==> config.mk <==
export PLATFORM = sky130hd
export DESIGN_NAME = vga_overlay_top
export DESIGN_NICKNAME = d
export VERILOG_FILES = /design/src/rtl/overlay_pkg.sv /design/src/rtl/vga_timing.sv /design/src/rtl/coord_mapper.sv /design/src/rtl/glyph_rom.sv /design/src/rtl/pixel_composer.sv /design/src/rtl/vga_overlay_top.sv
export SDC_FILE = /design/constraint.sdc
export NUM_CORES = 1
export LEC_CHECK = 0
export ABC_AREA = 1
export ABC_CLOCK_PERIOD_IN_PS = 6010
export BUFFER_PORTS_ARGS = -buffer_cell sky130_fd_sc_hd__buf_2
export CAP_MARGIN = 5
export CORE_UTILIZATION = 41
export CTS_BUF_LIST = sky130_fd_sc_hd__clkbuf_4 sky130_fd_sc_hd__clkbuf_8
export CTS_CLUSTER_DIAMETER = 100
export DETAILED_ROUTE_END_ITERATION = 10
export PLACE_DENSITY = 0.57
export SYNTH_ARGS = -nofsm -noshare
export SYNTH_HDL_FRONTEND = slang
export SYNTH_SLANG_ARGS = --single-unit
==> constraint.sdc <==
create_clock -name clk -period 6.01 [get_ports clk]
set_clock_uncertainty 0.2 [all_clocks]
set_input_delay 0 -clock clk [delete_from_list [all_inputs] [get_ports clk]]
set_output_delay 0 -clock clk [all_outputs]
set_load 0.05 [all_outputs]
==> src/rtl/overlay_pkg.sv <==
package overlay_pkg;

    // panel geometry, pixels and lines
    localparam int h_active    = 160;
    localparam int h_total     = 200;
    localparam int hsync_start = 164;
    localparam int hsync_end   = 180;
    localparam int v_active    = 120;
    localparam int v_total     = 130;
    localparam int vsync_start = 122;
    localparam int vsync_end   = 124;

    localparam int coord_w    = 8;
    localparam int value_w    = 12;   // processor word shown on screen
    localparam int glyph_size = 8;
    localparam int num_glyphs = 8;
    localparam int rgb_w      = 12;

    // digit strip, 15 slots of glyph_size pixels
    localparam int digits_x = 20;
    localparam int digits_y = 48;
    localparam int digits_w = 120;
    localparam int digits_h = 8;

    localparam int box_x = 16;
    localparam int box_y = 44;
    localparam int box_w = 128;
    localparam int box_h = 16;

    localparam int status_x = 76;
    localparam int status_y = 80;

    localparam logic [rgb_w-1:0] bg_color       = 12'h113;
    localparam logic [rgb_w-1:0] box_bg_color   = 12'h446;
    localparam logic [rgb_w-1:0] ink_color      = 12'hFFF;
    localparam logic [rgb_w-1:0] glyph_bg_color = 12'h224;

    // glyph numbers, one rom each
    localparam int glyph_zero        = 0;
    localparam int glyph_one         = 1;
    localparam int glyph_normal      = 2;
    localparam int glyph_uart        = 3;
    localparam int glyph_pause       = 4;
    localparam int glyph_fallthrough = 5;
    localparam int glyph_keypad      = 6;
    localparam int glyph_switch      = 7;

    // issue codes from the hazard unit, 5..7 are invalid
    typedef enum logic [2:0] {
        issue_none        = 3'd0,
        issue_uart        = 3'd1,
        issue_pause       = 3'd2,
        issue_fallthrough = 3'd3,
        issue_keypad      = 3'd4
    } issue_t;

    typedef logic [coord_w-1:0] coord_t;

    // bit 7 of each row is the leftmost pixel
    localparam logic [7:0] glyph_bitmap [0:num_glyphs-1][0:glyph_size-1] = '{
        '{8'h3C, 8'h66, 8'h6E, 8'h76, 8'h66, 8'h66, 8'h3C, 8'h00},   // "0"
        '{8'h18, 8'h38, 8'h18, 8'h18, 8'h18, 8'h18, 8'h7E, 8'h00},   // "1"
        '{8'h00, 8'h01, 8'h03, 8'h06, 8'h8C, 8'hD8, 8'h70, 8'h20},   // normal, tick
        '{8'h24, 8'h42, 8'hFF, 8'h00, 8'h00, 8'hFF, 8'h42, 8'h24},   // uart, two-way arrows
        '{8'h00, 8'h66, 8'h66, 8'h66, 8'h66, 8'h66, 8'h66, 8'h00},   // pause bars
        '{8'h18, 8'h18, 8'h18, 8'h18, 8'h7E, 8'h3C, 8'h18, 8'h00},   // fallthrough, down arrow
        '{8'hDB, 8'hDB, 8'h00, 8'hDB, 8'hDB, 8'h00, 8'hDB, 8'hDB},   // keypad grid
        '{8'h00, 8'h7E, 8'h81, 8'hF9, 8'hF9, 8'h81, 8'h7E, 8'h00}    // switch toggle
    };

    typedef struct packed {
        coord_t x;
        coord_t y;
        logic   display_en;
    } raster_t;

    // per-pixel decode, one cycle behind the raster
    typedef struct packed {
        logic       display_en;
        logic       in_status;
        logic       in_box;
        logic       in_digit;
        logic [2:0] glyph_row;
        logic [2:0] glyph_col;
        logic [3:0] digit_idx;   // digit number with blank slots removed
    } pixel_map_t;

endpackage

==> src/rtl/vga_timing.sv <==
`timescale 1ns/100ps

module vga_timing (
    input  logic                 clk,
    input  logic                 rst_n,
    output overlay_pkg::raster_t raster,
    output logic                 hsync,
    output logic                 vsync
);

    overlay_pkg::coord_t h_cnt;
    overlay_pkg::coord_t v_cnt;
    logic                hs_now;
    logic                vs_now;
    logic [2:0]          hs_pipe;   // registered sync plus two alignment stages
    logic [2:0]          vs_pipe;

    always_ff @(posedge clk or negedge rst_n) begin
        if (!rst_n) begin
            h_cnt <= '0;
            v_cnt <= '0;
        end else if (h_cnt == overlay_pkg::coord_t'(overlay_pkg::h_total - 1)) begin
            h_cnt <= '0;
            if (v_cnt == overlay_pkg::coord_t'(overlay_pkg::v_total - 1))
                v_cnt <= '0;
            else
                v_cnt <= v_cnt + 1'b1;
        end else begin
            h_cnt <= h_cnt + 1'b1;
        end
    end

    always_ff @(posedge clk or negedge rst_n) begin
        if (!rst_n) begin
            raster <= '0;
        end else begin
            raster.x          <= h_cnt;
            raster.y          <= v_cnt;
            raster.display_en <= (h_cnt < overlay_pkg::h_active) &&
                                 (v_cnt < overlay_pkg::v_active);
        end
    end

    // syncs are active low and follow the raster by the rgb pipeline depth
    assign hs_now = !((raster.x >= overlay_pkg::hsync_start) &&
                      (raster.x < overlay_pkg::hsync_end));
    assign vs_now = !((raster.y >= overlay_pkg::vsync_start) &&
                      (raster.y < overlay_pkg::vsync_end));

    always_ff @(posedge clk or negedge rst_n) begin
        if (!rst_n) begin
            hs_pipe <= 3'b111;
            vs_pipe <= 3'b111;
        end else begin
            hs_pipe <= {hs_pipe[1:0], hs_now};
            vs_pipe <= {vs_pipe[1:0], vs_now};
        end
    end

    assign hsync = hs_pipe[2];
    assign vsync = vs_pipe[2];

    a_h_cnt_range: assert property (@(posedge clk) disable iff (!rst_n)
        h_cnt < overlay_pkg::h_total);

endmodule

==> src/rtl/coord_mapper.sv <==
`timescale 1ns/100ps

module coord_mapper (
    input  logic                    clk,
    input  logic                    rst_n,
    input  overlay_pkg::raster_t    raster,
    output overlay_pkg::pixel_map_t pmap
);

    overlay_pkg::coord_t dx_digits;
    overlay_pkg::coord_t dy_digits;
    logic [3:0]          slot;        // 8-pixel slot inside the strip, blanks included
    logic                blank_slot;
    logic                in_status;
    logic                in_box;
    logic                in_strip;

    // local offsets, wrap harmlessly outside their regions
    assign dx_digits = raster.x - overlay_pkg::coord_t'(overlay_pkg::digits_x);
    assign dy_digits = raster.y - overlay_pkg::coord_t'(overlay_pkg::digits_y);

    assign in_status = (raster.x >= overlay_pkg::status_x) &&
                       (raster.x <  overlay_pkg::status_x + overlay_pkg::glyph_size) &&
                       (raster.y >= overlay_pkg::status_y) &&
                       (raster.y <  overlay_pkg::status_y + overlay_pkg::glyph_size);

    assign in_box = (raster.x >= overlay_pkg::box_x) &&
                    (raster.x <  overlay_pkg::box_x + overlay_pkg::box_w) &&
                    (raster.y >= overlay_pkg::box_y) &&
                    (raster.y <  overlay_pkg::box_y + overlay_pkg::box_h);

    assign in_strip = (raster.x >= overlay_pkg::digits_x) &&
                      (raster.x <  overlay_pkg::digits_x + overlay_pkg::digits_w) &&
                      (raster.y >= overlay_pkg::digits_y) &&
                      (raster.y <  overlay_pkg::digits_y + overlay_pkg::digits_h);

    assign slot       = dx_digits[6:3];
    assign blank_slot = ((slot + 4'd1) % 4'd5) == 4'd0;   // every fifth slot separates groups

    always_ff @(posedge clk or negedge rst_n) begin
        if (!rst_n) begin
            pmap <= '0;
        end else begin
            pmap.display_en <= raster.display_en;
            pmap.in_status  <= in_status;
            pmap.in_box     <= in_box;
            pmap.in_digit   <= in_strip && !blank_slot;
            // status origin sits on the same 8-pixel grid as the digit strip
            pmap.glyph_row  <= dy_digits[2:0];
            pmap.glyph_col  <= dx_digits[2:0];
            pmap.digit_idx  <= slot - slot / 4'd5;
        end
    end

    // composer indexes the value register with this
    a_digit_idx_range: assert property (@(posedge clk) disable iff (!rst_n)
        pmap.in_digit |-> (pmap.digit_idx < overlay_pkg::value_w));

endmodule

==> src/rtl/glyph_rom.sv <==
`timescale 1ns/100ps

module glyph_rom #(
    parameter int glyph_id = 0
) (
    input  logic                          clk,
    input  overlay_pkg::pixel_map_t       pmap,
    output logic [overlay_pkg::rgb_w-1:0] rgb
);

    logic [7:0] row_bits;
    logic       ink;

    // one row of this rom's bitmap, bit 7 is the leftmost column
    assign row_bits = overlay_pkg::glyph_bitmap[glyph_id][pmap.glyph_row];
    assign ink      = row_bits[3'd7 - pmap.glyph_col];

    // registered read, same as a block RAM image
    always_ff @(posedge clk) begin
        if (ink)
            rgb <= overlay_pkg::ink_color;
        else
            rgb <= overlay_pkg::glyph_bg_color;
    end

endmodule

==> src/rtl/pixel_composer.sv <==
`timescale 1ns/100ps

module pixel_composer (
    input  logic                          clk,
    input  logic                          rst_n,
    input  overlay_pkg::pixel_map_t       pmap,
    input  logic [overlay_pkg::rgb_w-1:0] glyph_rgb [overlay_pkg::num_glyphs],
    input  logic                          value_we,
    input  logic [overlay_pkg::value_w-1:0] value_data,
    input  overlay_pkg::issue_t           issue,
    input  logic                          switch_en,
    output logic [overlay_pkg::rgb_w-1:0] rgb
);

    logic [overlay_pkg::value_w-1:0] value_q;
    overlay_pkg::pixel_map_t         pmap_q;    // lines up with the rom outputs
    logic [3:0]                      bit_pos;
    logic                            digit_bit;
    logic [overlay_pkg::rgb_w-1:0]   status_rgb;

    always_ff @(posedge clk or negedge rst_n) begin
        if (!rst_n)
            value_q <= '0;
        else if (value_we)
            value_q <= value_data;   // written by the processor store path
    end

    always_ff @(posedge clk or negedge rst_n) begin
        if (!rst_n)
            pmap_q <= '0;
        else
            pmap_q <= pmap;
    end

    // leftmost digit shows the msb
    assign bit_pos   = 4'(overlay_pkg::value_w - 1) - pmap_q.digit_idx;
    assign digit_bit = value_q[bit_pos];

    always_comb begin
        case (issue)
            overlay_pkg::issue_none:        status_rgb = glyph_rgb[overlay_pkg::glyph_normal];
            overlay_pkg::issue_uart:        status_rgb = glyph_rgb[overlay_pkg::glyph_uart];
            overlay_pkg::issue_pause:       status_rgb = glyph_rgb[overlay_pkg::glyph_pause];
            overlay_pkg::issue_fallthrough: status_rgb = glyph_rgb[overlay_pkg::glyph_fallthrough];
            overlay_pkg::issue_keypad:
                if (switch_en)
                    status_rgb = glyph_rgb[overlay_pkg::glyph_switch];   // user on the switches
                else
                    status_rgb = glyph_rgb[overlay_pkg::glyph_keypad];
            default:                        status_rgb = overlay_pkg::bg_color;
        endcase
    end

    always_ff @(posedge clk or negedge rst_n) begin
        if (!rst_n) begin
            rgb <= '0;
        end else if (!pmap_q.display_en) begin
            rgb <= '0;   // blanking
        end else if (pmap_q.in_status) begin
            rgb <= status_rgb;
        end else if (pmap_q.in_digit) begin
            rgb <= digit_bit ? glyph_rgb[overlay_pkg::glyph_one]
                             : glyph_rgb[overlay_pkg::glyph_zero];
        end else if (pmap_q.in_box) begin
            rgb <= overlay_pkg::box_bg_color;
        end else begin
            rgb <= overlay_pkg::bg_color;
        end
    end

    // status icon and digit strip never overlap on screen
    a_regions_disjoint: assert property (@(posedge clk) disable iff (!rst_n)
        !(pmap.in_status && pmap.in_digit));

endmodule

==> src/rtl/vga_overlay_top.sv <==
`timescale 1ns/100ps

module vga_overlay_top (
    input  logic                            clk,
    input  logic                            rst_n,
    input  logic                            value_we,
    input  logic [overlay_pkg::value_w-1:0] value_data,
    input  overlay_pkg::issue_t             issue,
    input  logic                            switch_en,
    output logic [overlay_pkg::rgb_w-1:0]   rgb,
    output logic                            hsync,
    output logic                            vsync
);

    overlay_pkg::raster_t          raster;
    overlay_pkg::pixel_map_t       pmap;
    logic [overlay_pkg::rgb_w-1:0] glyph_rgb [overlay_pkg::num_glyphs];

    vga_timing u_vga_timing (
        .clk    (clk),
        .rst_n  (rst_n),
        .raster (raster),
        .hsync  (hsync),
        .vsync  (vsync)
    );

    coord_mapper u_coord_mapper (
        .clk    (clk),
        .rst_n  (rst_n),
        .raster (raster),
        .pmap   (pmap)
    );

    // one rom per glyph, all read at the same local row and column
    for (genvar i = 0; i < overlay_pkg::num_glyphs; i++) begin : g_glyph
        glyph_rom #(
            .glyph_id (i)
        ) u_glyph_rom (
            .clk  (clk),
            .pmap (pmap),
            .rgb  (glyph_rgb[i])
        );
    end

    pixel_composer u_pixel_composer (
        .clk        (clk),
        .rst_n      (rst_n),
        .pmap       (pmap),
        .glyph_rgb  (glyph_rgb),
        .value_we   (value_we),
        .value_data (value_data),
        .issue      (issue),
        .switch_en  (switch_en),
        .rgb        (rgb)
    );

endmodule

# After elaboration in Yosys (flattened, before gate mapping)
# Memories as Yosys holds them, arrays and structs flattened.
# Index checks and enable logic that the tools add are counted.
# totals
regBits,181
latchBits,0
ram_bits,0
mem_bits_ro,512
input_bits,19
out_inout_bits,14
elab_cells,144
mem_count,8
# mem_list
memory,depth,width,read_ports,rd_clocked_by_memory_dff,wr,line,text
(name not given),8,8,1,0,0,glyph_rom.sv:15,assign row_bits = overlay_pkg::glyph_bitmap[glyph_id][pmap.glyph_row];
(name not given),8,8,1,0,0,glyph_rom.sv:15,
(name not given),8,8,1,0,0,glyph_rom.sv:15,
(name not given),8,8,1,0,0,glyph_rom.sv:15,
(name not given),8,8,1,0,0,glyph_rom.sv:15,
(name not given),8,8,1,0,0,glyph_rom.sv:15,
2 more memories,-,-,-,-,-,-,
# classes
n_addsub,8
multipliers,0
div,2
n_lt_le_gt_ge,21
eq_ne,6
n_shift,0
mux,51
bitwise,1
n_reduce_logical,18
# ops
cell,count
12-bit two-way mux,13
8-bit two-way mux,18
12-bit case mux with 5 select lines,1
8-bit by 7-bit < comparator with 1-bit output (second input constant),4
8-bit < comparator (second input constant),4
1-bit binary-select mux with 3-bit select,8
8-bit by 7-bit >= comparator with 1-bit output (second input constant),3
8-bit by 1-bit adder with 8-bit output (second input constant),2
8-bit == test (second input constant),2
8-bit by 5-bit >= comparator with 1-bit output (second input constant),2
8-bit by 6-bit >= comparator with 1-bit output (second input constant),2
8-bit by 6-bit < comparator with 1-bit output (second input constant),2
1-bit logical AND,13
11-bit two-way mux,1
1-bit two-way mux,9
8-bit >= comparator (second input constant),1
7-bit by 5-bit subtractor with 7-bit output (second input constant),1
3-bit by 2-bit == test with 1-bit output (second input constant),2
4-bit by 5-bit < comparator with 1-bit output (second input constant),1
4-bit by 1-bit adder with 4-bit output (second input constant),1
1-bit binary-select mux with 4-bit select,1
4-bit by 3-bit divider with 4-bit output (second input constant),1
4-bit >= comparator (second input constant),1
4-bit zero test,1
other kinds (11),13

# Depth between registers and ports, before layout
# Gate-level depths: netlist of run 1.
# depth
depth_word,7
depth_mapped,20
ltp_nobuf,20

# Hierarchy
# Synthesis of run 1 repeated with hierarchy kept, for this count alone.
# unflattened
cells_unflattened,817
hier_area_um2,6224.7
# by_module_without_submodules
mod,instances,cells_per_inst,area_per_inst_um2,seq_area_each_um2
pixel_composer,1,287,2129.5,800.8
vga_timing,1,151,1515.2,983.4
coord_mapper,1,113,979.7,350.3
glyph_rom at g_glyph[3].u_glyph_rom,1,41,252.7,20.0
glyph_rom at g_glyph[0].u_glyph_rom,1,38,241.5,20.0
glyph_rom at g_glyph[2].u_glyph_rom,1,39,224.0,20.0
glyph_rom at g_glyph[7].u_glyph_rom,1,35,207.7,20.0
glyph_rom at g_glyph[1].u_glyph_rom,1,35,195.2,20.0
glyph_rom at g_glyph[5].u_glyph_rom,1,33,185.2,20.0
glyph_rom at g_glyph[6].u_glyph_rom,1,25,155.1,20.0
glyph_rom at g_glyph[4].u_glyph_rom,1,20,138.9,20.0

# Least setup slack after synthesis of run 1
# Ideal clock, no wire load.
# synth_path
path_type,reg2reg
start,register u_vga_timing.raster[11] (netlist name)
end,register u_coord_mapper.pmap[2] (netlist name)
setup_ps,79
t_arrival_ps,2145
required_time_ps,5731
setup_slack_ps,3586
path_stages_with_launch,20
n_path_buf,0
period_less_slack_ps,2424
path_cell_list,dfrtp_1 > inv_1 > ha_1 > inv_2 > nand2_4 > inv_2 > nor2_4 > ha_1 > o21ai_2 > inv_1 > nand2_1 > nand2_1 > o21ai_1 > nand2_1 > ha_1 > inv_1 > ha_1 > inv_1 > nand2_1 > xor2_1
# synth_between
elab_chain_cells,3
# synth_lines
item,line,text
7-bit by 5-bit subtractor with 7-bit output (*),coord_mapper.sv:19,assign dx_digits = raster.x - overlay_pkg::coord_t'(overlay_pkg::digits_x);
4-bit by 3-bit divider with 4-bit output,coord_mapper.sv:51,pmap.digit_idx <= slot - slot / 4'd5;
4-bit subtractor (*),coord_mapper.sv:51,
# Mark *: on every way between the ends. The rest lies on a longest branch, timed or not.
# A chain may end at the register's enable or synchronous reset.

# Worst setup path in the final report of run 1
# layout_path
start,register u_vga_timing.raster[11] (netlist name)
end,register u_coord_mapper.pmap[2] (netlist name)
# layout_between
elab_chain_cells,3
# layout_lines
item,line
7-bit by 5-bit subtractor with 7-bit output (*),coord_mapper.sv:19
4-bit by 3-bit divider with 4-bit output,coord_mapper.sv:51
4-bit subtractor (*),coord_mapper.sv:51
# Marks and branches as above.

==> impl_metrics.env, run 1 <==
export IMPL_synth_edff_count=0
export IMPL_yosys_register_bits=87
export IMPL_yosys_area_top_type="dfrtp_1"
export IMPL_grt_pass1_wl_mm=14.1
export IMPL_vias=3265
export IMPL_cts_resized=0
export IMPL_cts_setup_buffers=0
export IMPL_internal_power_mw=0.793
export IMPL_grt_use_total_pct=16.3
export IMPL_die_width_microns=104
export IMPL_async_flop_share_pct=90.8
export IMPL_ant_nets=0
export IMPL_avgSynthCellArea_sq_um=8.78
export IMPL_yosysWarnings=0
export IMPL_ys_top_cells_by_area="dfrtp_1, nand2_1, inv_1"
export IMPL_dpl_instance_area_sq_mm=0.00451
export IMPL_power_frac_clock_pct=36.6
export IMPL_fillers=926
export IMPL_slew_headroom_pct=35.8
export IMPL_synthTopCellsByCount="nand2_1, inv_1, dfrtp_1, nor2_1, nand3_1"
export IMPL_fin_area_sq_mm=0.00507
export IMPL_grt_max_degree=80
export IMPL_gr_max_usage_layer="met2"
export IMPL_power_switching_mw=0.239
export IMPL_cts_root_buffer="clkbuf_8"
export IMPL_slew_violations=0
export IMPL_combPwrFrac_pct=5.8
export IMPL_leakagePower_nw=2.61
export IMPL_status="completed"
export IMPL_startpoint_type="register"
export IMPL_fin_nets=596
export IMPL_rsz0062_at_grt="false"
export IMPL_synth_seq_area_share_pct=50.4
export IMPL_overflow=0
export IMPL_synth_top_area_share_pct=43.0
export IMPL_setup_viol=0
export IMPL_vdd_drop_max_uv=110
export IMPL_post_route_period_util_pct=44.4
export IMPL_finalHoldViolations=0
export IMPL_yosysMostFrequentCell="nand2_1"
export IMPL_gr_usage_met3_pct=3.46
export IMPL_drv_cap=0
export IMPL_netlist_area_sq_mm=0.00425
export IMPL_grt_pass1_vias=3252
export IMPL_max_clock_path_buffers=2
export IMPL_worstPathRequired_ps=6090
export IMPL_cts_buffers=9
export IMPL_syn_nets=526
export IMPL_synth_ff_type="dfrtp_1"
export IMPL_drt_wirelength_per_cell_microns=11.4
export IMPL_insertion_delay_ps=350
export IMPL_met2_usage_pct=27.1
export IMPL_io_buffers=32
export IMPL_clk_pin_slew_ps=90
export IMPL_worstSetupEndpointType="register"
export IMPL_drc=0
export IMPL_start_util_pct=42.9
export IMPL_vias_per_cell=4.72
export IMPL_tns_ps=0
export IMPL_areaGrowthSynthToFinish_pct=19.2
export IMPL_dp_cells=639
export IMPL_power_density_mw_per_mm2=204
export IMPL_swShare_pct=23.2
export IMPL_clock_sinks=87
export IMPL_critPathKind="register to register"
export IMPL_htreeDepth=3
export IMPL_die_y_microns=104
export IMPL_core_area_sq_mm=0.00991
export IMPL_use_met1_pct=20.5
export IMPL_cts_tree="done"
export IMPL_fin_cells=692
export IMPL_antenna_found_initial=0
export IMPL_layout_drive_gt1_share_pct=15.7
export IMPL_seqPwrFrac_pct=57.6
export IMPL_antenna_diode_count=0
export IMPL_hold_buffers=37
export IMPL_fmax_ghz=0.375
export IMPL_crit_fanout=5
export IMPL_dp_hpwl_mm=5.50
export IMPL_ios=33
export IMPL_netlist_instances=484
export IMPL_die_area_sq_mm=0.0108
export IMPL_yosys_cell_types_count=50
export IMPL_hold_class="register to register"
export IMPL_row_count=36
export IMPL_arrival_ps=2750
export IMPL_initialDrtViolationCount=148
export IMPL_drt_wl_total_mm=7.90
export IMPL_layout_min_cycle_time_ps=2670
export IMPL_first_pass_iters=5
export IMPL_worst_pin_slew_ps=964
export IMPL_place_gp_congestion=0.841
## critical path, stage by stage, from the launching register on
cell and delay [ps]:
dfrtp_1 410, inv_1 110, ha_1 210, inv_2 100, nand2_4 80, inv_2 80
nor2_4 50, ha_1 190, o21ai_2 140, inv_1 60, nand2_1 80, nand2_1 70
o21ai_1 130, nand2_1 70, ha_1 180, inv_1 80, ha_1 140, inv_1 30
nand2_1 70, xor2_1 130
## final cells by class
cell class | instances | area (sq um) | area share [%]
sequential | 87 | 2140 | 42.3
multi-input combinational | 301 | 1710 | 33.8
timing repair buffer | 69 | 533 | 10.5
inverter | 86 | 324 | 6.39
tap | 133 | 166 | 3.28
clock buffer | 11 | 145 | 2.86
clock inverter | 5 | 41.3 | 0.815
## routing by layer
| layer | share of wire (%) | wire length, microns |
|---|---|---|
| met5 | 0 | 0 |
| met4 | 1.8 | 140 |
| met3 | 3.5 | 276 |
| met2 | 48 | 3760 |
| met1 | 47 | 3720 |
## path summary, 6_finish.rpt
check                                                  startpoint                                   end  slack (ps)  depth (start not counted)
worst max-delay path            u_vga_timing.raster[11]$_DFF_PN0_      u_coord_mapper.pmap[2]$_DFF_PN0_        3340                         19
worst min-delay path             u_coord_mapper.pmap[3]$_DFF_PN0_  u_pixel_composer.pmap_q[3]$_DFF_PN0_         140                          0
worst max register to register  u_vga_timing.raster[11]$_DFF_PN0_      u_coord_mapper.pmap[2]$_DFF_PN0_        3340                         19
worst min register to register   u_coord_mapper.pmap[3]$_DFF_PN0_  u_pixel_composer.pmap_q[3]$_DFF_PN0_         140                          0
max in group asynchronous                                   rst_n      u_coord_mapper.pmap[8]$_DFF_PN0_        4850                          2
min in group asynchronous                                   rst_n     u_pixel_composer.rgb[9]$_DFF_PN0_         150                          2
## power by group through the flow
stage	clock (mW)	sequential, mW	combinational (mW)
after floorplan	0	0.605	0.0159
after global placement	0	0.606	0.0354
after detailed placement	0	0.606	0.0361
after CTS	0.393	0.594	0.0595
after global routing	0.419	0.595	0.0677
final	0.378	0.594	0.0596
## flip-flops by register name, indices dropped and copies added (netlist names)
signal	flops
u_pixel_composer.pmap_q	8
u_pixel_composer.value_q	12
u_pixel_composer.rgb	6
u_vga_timing.v_cnt	8
u_vga_timing.hs_pipe	3
u_vga_timing.vs_pipe	3
g_glyph.u_glyph_rom.rgb	8
u_coord_mapper.pmap	14
u_vga_timing.h_cnt	8
u_vga_timing.raster	17
## logic make-up (layout without fill, tap and decap cells)
family,after synthesis,after routing,share of synthesized area [%]
compound gates,65,65,9.33
xor+xnor,3,3,0.618
fa+ha+maj,23,23,6.77
buf+inv,96,171,9.24
flops,87,87,50.4
mux,4,4,1.06
simple gates,206,206,22.5
## per-stage QoR
step | util (%) | hold WS (ps) | power [mW] | setup WS [ps]
after floorplan | - | -496 | 0.621 | 3590
after global placement | 45.5 | 6.50 | 0.641 | 3500
after detailed placement | 45.5 | 15.9 | 0.642 | 3370
after CTS | 51.1 | 144 | 1.05 | 3340
after global routing | 51.1 | 145 | 1.08 | 3080
final | 51.1 | 140 | 1.03 | 3340
## cell usage in the layout (no fill, tap or decap), types with 2 or more instances in the layout
master	netlist	final
a2111oi_0	2	2
a21oi_1	14	14
a22oi_1	2	2
buf_2	1	31
clkbuf_8	0	10
clkinv_4	0	2
clkinvlp_4	0	2
dfrtp_1	73	73
dfstp_2	6	6
dfxtp_1	8	8
dlygate4sd3_1	0	37
ha_1	23	23
inv_1	80	80
inv_2	5	5
mux2_2	4	4
nand2_1	97	97
nand2_2	6	6
nand2_4	2	2
nand3_1	37	37
nand4_1	5	5
nor2_1	41	41
nor2_2	3	3
nor2_4	2	2
nor3_1	3	3
nor3_4	2	2
nor4_1	2	2
o211ai_1	2	2
o21ai_0	25	25
o21ai_1	5	5
o21ai_2	2	2
o221ai_1	2	2
xor2_1	2	2
No activity file was read; power rests on OpenSTA's default activity.
==> run 2: changes to the inputs <==
--- a/config.mk
+++ b/config.mk
@@ -5,8 +5,8 @@
 export SDC_FILE = /design/constraint.sdc
 export NUM_CORES = 1
 export LEC_CHECK = 0
-export ABC_AREA = 1
-export ABC_CLOCK_PERIOD_IN_PS = 6010
+export ABC_AREA = 0
+export ABC_CLOCK_PERIOD_IN_PS = 2760
 export BUFFER_PORTS_ARGS = -buffer_cell sky130_fd_sc_hd__buf_2
 export CAP_MARGIN = 5
 export CORE_UTILIZATION = 41
==> constraint.sdc (replaced) <==
create_clock -name clk -period 2.76 [get_ports clk]
set_clock_uncertainty 0.2 [all_clocks]
set_input_delay 0 -clock clk [delete_from_list [all_inputs] [get_ports clk]]
set_output_delay 0 -clock clk [all_outputs]
set_load 0.05 [all_outputs]
==> run 2 against run 1 <==
  * Non-clock buffer count decreased by 4
  * First-iteration DRC count decreased by 43%
  * Fmax increased by 4.0%
  * Via count decreased by 16%
  * Synthesized cell count decreased by 27%
  * Register-to-register slack got worse by 3100 ps
  * Die area decreased by 5.2%
  * Wire length decreased by 11%
  * Sequential power increased by 120%
  * Combinational power increased by 100%
  * Synthesized area decreased by 5.3%
  * Utilization about the same
  * Critical path type unchanged
  * Critical endpoint is now u_coord_mapper.pmap[10]$_DFF_PN0_
==> impl_metrics.env, run 2 <==
export IMPL_grt_max_degree=80
export IMPL_crit_fanout=4
export IMPL_place_gp_congestion=0.780
export IMPL_synthMuxAreaShare_pct=7.36
export IMPL_antenna_diode_count=0
export IMPL_tns_ps=0
export IMPL_async_flop_share_pct=90.8
export IMPL_ys_top_cells_by_area="dfrtp_1, ha_1, dfxtp_1"
export IMPL_seq_area_sq_mm=0.00214
export IMPL_die_width_microns=101
export IMPL_antenna_found_initial=0
export IMPL_synthTopCellsByCount="dfrtp_1, nor2_1, ha_1, a21oi_1, nand2_1"
export IMPL_r2r_end="u_coord_mapper.pmap[10]$_DFF_PN0_"
export IMPL_hold_class="input port to register"
export IMPL_fillers=838
export IMPL_cts_tree="done"
export IMPL_layout_common_cells="dfrtp_1, buf_2, dlygate4sd3_1"
export IMPL_clock_sinks=87
export IMPL_avgSynthCellArea_sq_um=11.4
export IMPL_cts_root_buffer="clkbuf_8"
export IMPL_regMostFlops="u_vga_timing.raster"
export IMPL_drv_cap=0
export IMPL_synth_compound_area_share_pct=11.5
export IMPL_rr_worst_depth=11
export IMPL_die_y_microns=101
export IMPL_ios=33
export IMPL_synth_xor_area_share_pct=4.57
export IMPL_fmax_ghz=0.389
export IMPL_die_area_sq_mm=0.0102
export IMPL_netlist_instances=353
export IMPL_regToRegStartpoint="u_vga_timing.raster[11]$_DFF_PN0_"
export IMPL_yosys_register_bits=87
export IMPL_overflow=0
export IMPL_grt_pass1_vias=2724
export IMPL_synth_edff_count=0
export IMPL_grt_use_total_pct=15.4
export IMPL_path_common_cell="inv_1"
export IMPL_multi_input_area_sq_mm=0.00174
export IMPL_netlist_area_sq_mm=0.00403
export IMPL_yosysMostFrequentCell="dfrtp_1"
export IMPL_max_clock_path_buffers=2
export IMPL_min_from="issue[1]"
export IMPL_leakagePower_nw=2.12
export IMPL_layout_drive_gt1_share_pct=21.4
export IMPL_slew_headroom_pct=36.3
export IMPL_grt_pass1_wl_mm=12.3
export IMPL_start_util_pct=43.0
export IMPL_initialDrtViolationCount=85
export IMPL_io_buffers=32
export IMPL_critPathKind="register to register"
export IMPL_hold_ws_ps=57.0
export IMPL_insertion_delay_ps=340
export IMPL_fin_nets=452
export IMPL_min_to="u_pixel_composer.rgb[10]$_DFF_PN0_"
export IMPL_clk_pin_slew_ps=90
export IMPL_use_met1_pct=19.2
export IMPL_ant_nets=0
export IMPL_yosys_cell_types_count=54
export IMPL_drt_wirelength_per_cell_microns=13.0
export IMPL_cp_cell_sequence="inv_1 -> ha_1 -> inv_1 -> ha_2 -> xor2_2 -> inv_1 -> ha_1 -> or2_2 -> o2111ai_1 -> o21ai_0 -> a31oi_1"
export IMPL_worst_pin_slew_ps=956
export IMPL_r2r_slack_ps=190
export IMPL_synthAdderAreaFrac_pct=7.15
export IMPL_yosys_area_top_type="dfrtp_1"
export IMPL_largest_reg_flops=17
export IMPL_htreeDepth=3
export IMPL_startpoint_type="register"
export IMPL_slew_violations=0
export IMPL_syn_nets=395
export IMPL_dp_hpwl_mm=4.69
export IMPL_areaGrowthSynthToFinish_pct=19.0
export IMPL_cpPeakStageDelay_ps=410
export IMPL_cts_buffers=9
export IMPL_worstSetupEndpointType="register"
export IMPL_power_density_mw_per_mm2=480
export IMPL_synth_top_family_by_area="simple AND/OR/NAND/NOR gates"
export IMPL_final_common_cell="dfrtp_1"
export IMPL_total_power_mw=2.30
export IMPL_status="completed"
export IMPL_rsz0062_at_grt="false"
export IMPL_setup_viol=0
export IMPL_layout_min_cycle_time_ps=2570
export IMPL_reg_largest_list="u_vga_timing.raster x17, u_coord_mapper.pmap x14, u_pixel_composer.value_q x12"
export IMPL_place_ws_ps=43.8
export IMPL_drc=0
export IMPL_yosysWarnings=0
export IMPL_synth_seq_area_share_pct=53.3
export IMPL_finalHoldViolations=0
export IMPL_gr_usage_met3_pct=4.65
export IMPL_core_area_sq_mm=0.00937
export IMPL_yosys_area_share_simple_pct=12.2
export IMPL_vias=2757
export IMPL_hold_depth=6
export IMPL_worstPathRequired_ps=2830
export IMPL_drt_wl_total_mm=7.07
export IMPL_slowest_stage="dfrtp_1"
export IMPL_row_count=35
export IMPL_fin_ws_ps=192
export IMPL_first_pass_iters=4
export IMPL_met2_usage_pct=25.9
export IMPL_arrival_ps=2640
export IMPL_gr_max_usage_layer="met2"
export IMPL_vdd_drop_max_uv=264
export IMPL_synth_top_area_share_pct=45.4
export IMPL_vias_per_cell=5.07
export IMPL_post_route_period_util_pct=93.1
export IMPL_synth_ff_type="dfrtp_1"
run 2: logic make-up after synthesis:
logic type,count (synthesis)
and+or+nand+nor,96
DFF,87
AOI/OAI and AO/OA,70
buffers and inverters,36
muxes,23
adders and majority gates,23
xor gates and xnor gates,18
run 2: power breakdown:
part	switching, mW	internal (mW)
clock network	0.435	0.447
registers	0.00831	1.29
logic	0.0482	0.0717
run 2: critical path, delay by kind of cell (launching register included):
family / cells / cell delay [ps]
AND/OR/NAND/NOR: 1 / 300
AO/OA/AOI/OAI: 3 / 420
XOR/XNOR: 1 / 170
adder cells (fa/ha/maj): 3 / 720
flip-flops: 1 / 410
buffers and inverters: 3 / 280
run 2: routing by layer:
| metal | wire, microns | part of all wire, % |
|---|---|---|
| met1 | 3320 | 47 |
| met2 | 3380 | 48 |
| met3 | 276 | 3.9 |
| met4 | 99 | 1.4 |
| met5 | 0 | 0 |
run 2: area by class of cell:
class	count	share of cell area [%]
Timing Repair Buffer	65	9.92
Multi-Input combinational cell	230	36.3
Sequential cell	87	44.8
Clock buffer	10	2.87
Tap cell	129	3.37
Inverter	17	1.33
Clock inverter	6	1.44
run 2: repair_timing:
action / CTS / global route
buffers inserted: 0 / 1
hold buffers: 26 / 0
gates resized for setup: 0 / 4
endpoints found under the setup margin: 0 / 2
hold endpoints to repair: 91 / 0
run 2: worst max-delay path by stage:
stage	start	to	slack (ps)	cells after the start
after floorplan	u_vga_timing.raster[11]$_DFF_PN0_	u_coord_mapper.pmap[10]$_DFF_PN0_	40	11
after global placement	u_vga_timing.raster[11]$_DFF_PN0_	u_coord_mapper.pmap[10]$_DFF_PN0_	180	11
after CTS	u_vga_timing.raster[11]$_DFF_PN0_	u_coord_mapper.pmap[10]$_DFF_PN0_	30	11
after detailed placement	u_vga_timing.raster[11]$_DFF_PN0_	u_coord_mapper.pmap[10]$_DFF_PN0_	40	11
after global routing	u_vga_timing.raster[11]$_DFF_PN0_	u_coord_mapper.pmap[2]$_DFF_PN0_	9	13
final	u_vga_timing.raster[11]$_DFF_PN0_	u_coord_mapper.pmap[10]$_DFF_PN0_	190	11
run 2: through the flow:
step | instance area (sq um) | std cells | utilization (%)
final | 4790 | 544 | 51.1
after global routing | 4790 | 544 | 51.1
after CTS | 4770 | 543 | 50.9
after detailed placement | 4300 | 501 | 45.9
after global placement | 4300 | 501 | 45.9
after floorplan | 4030 | 353 | -
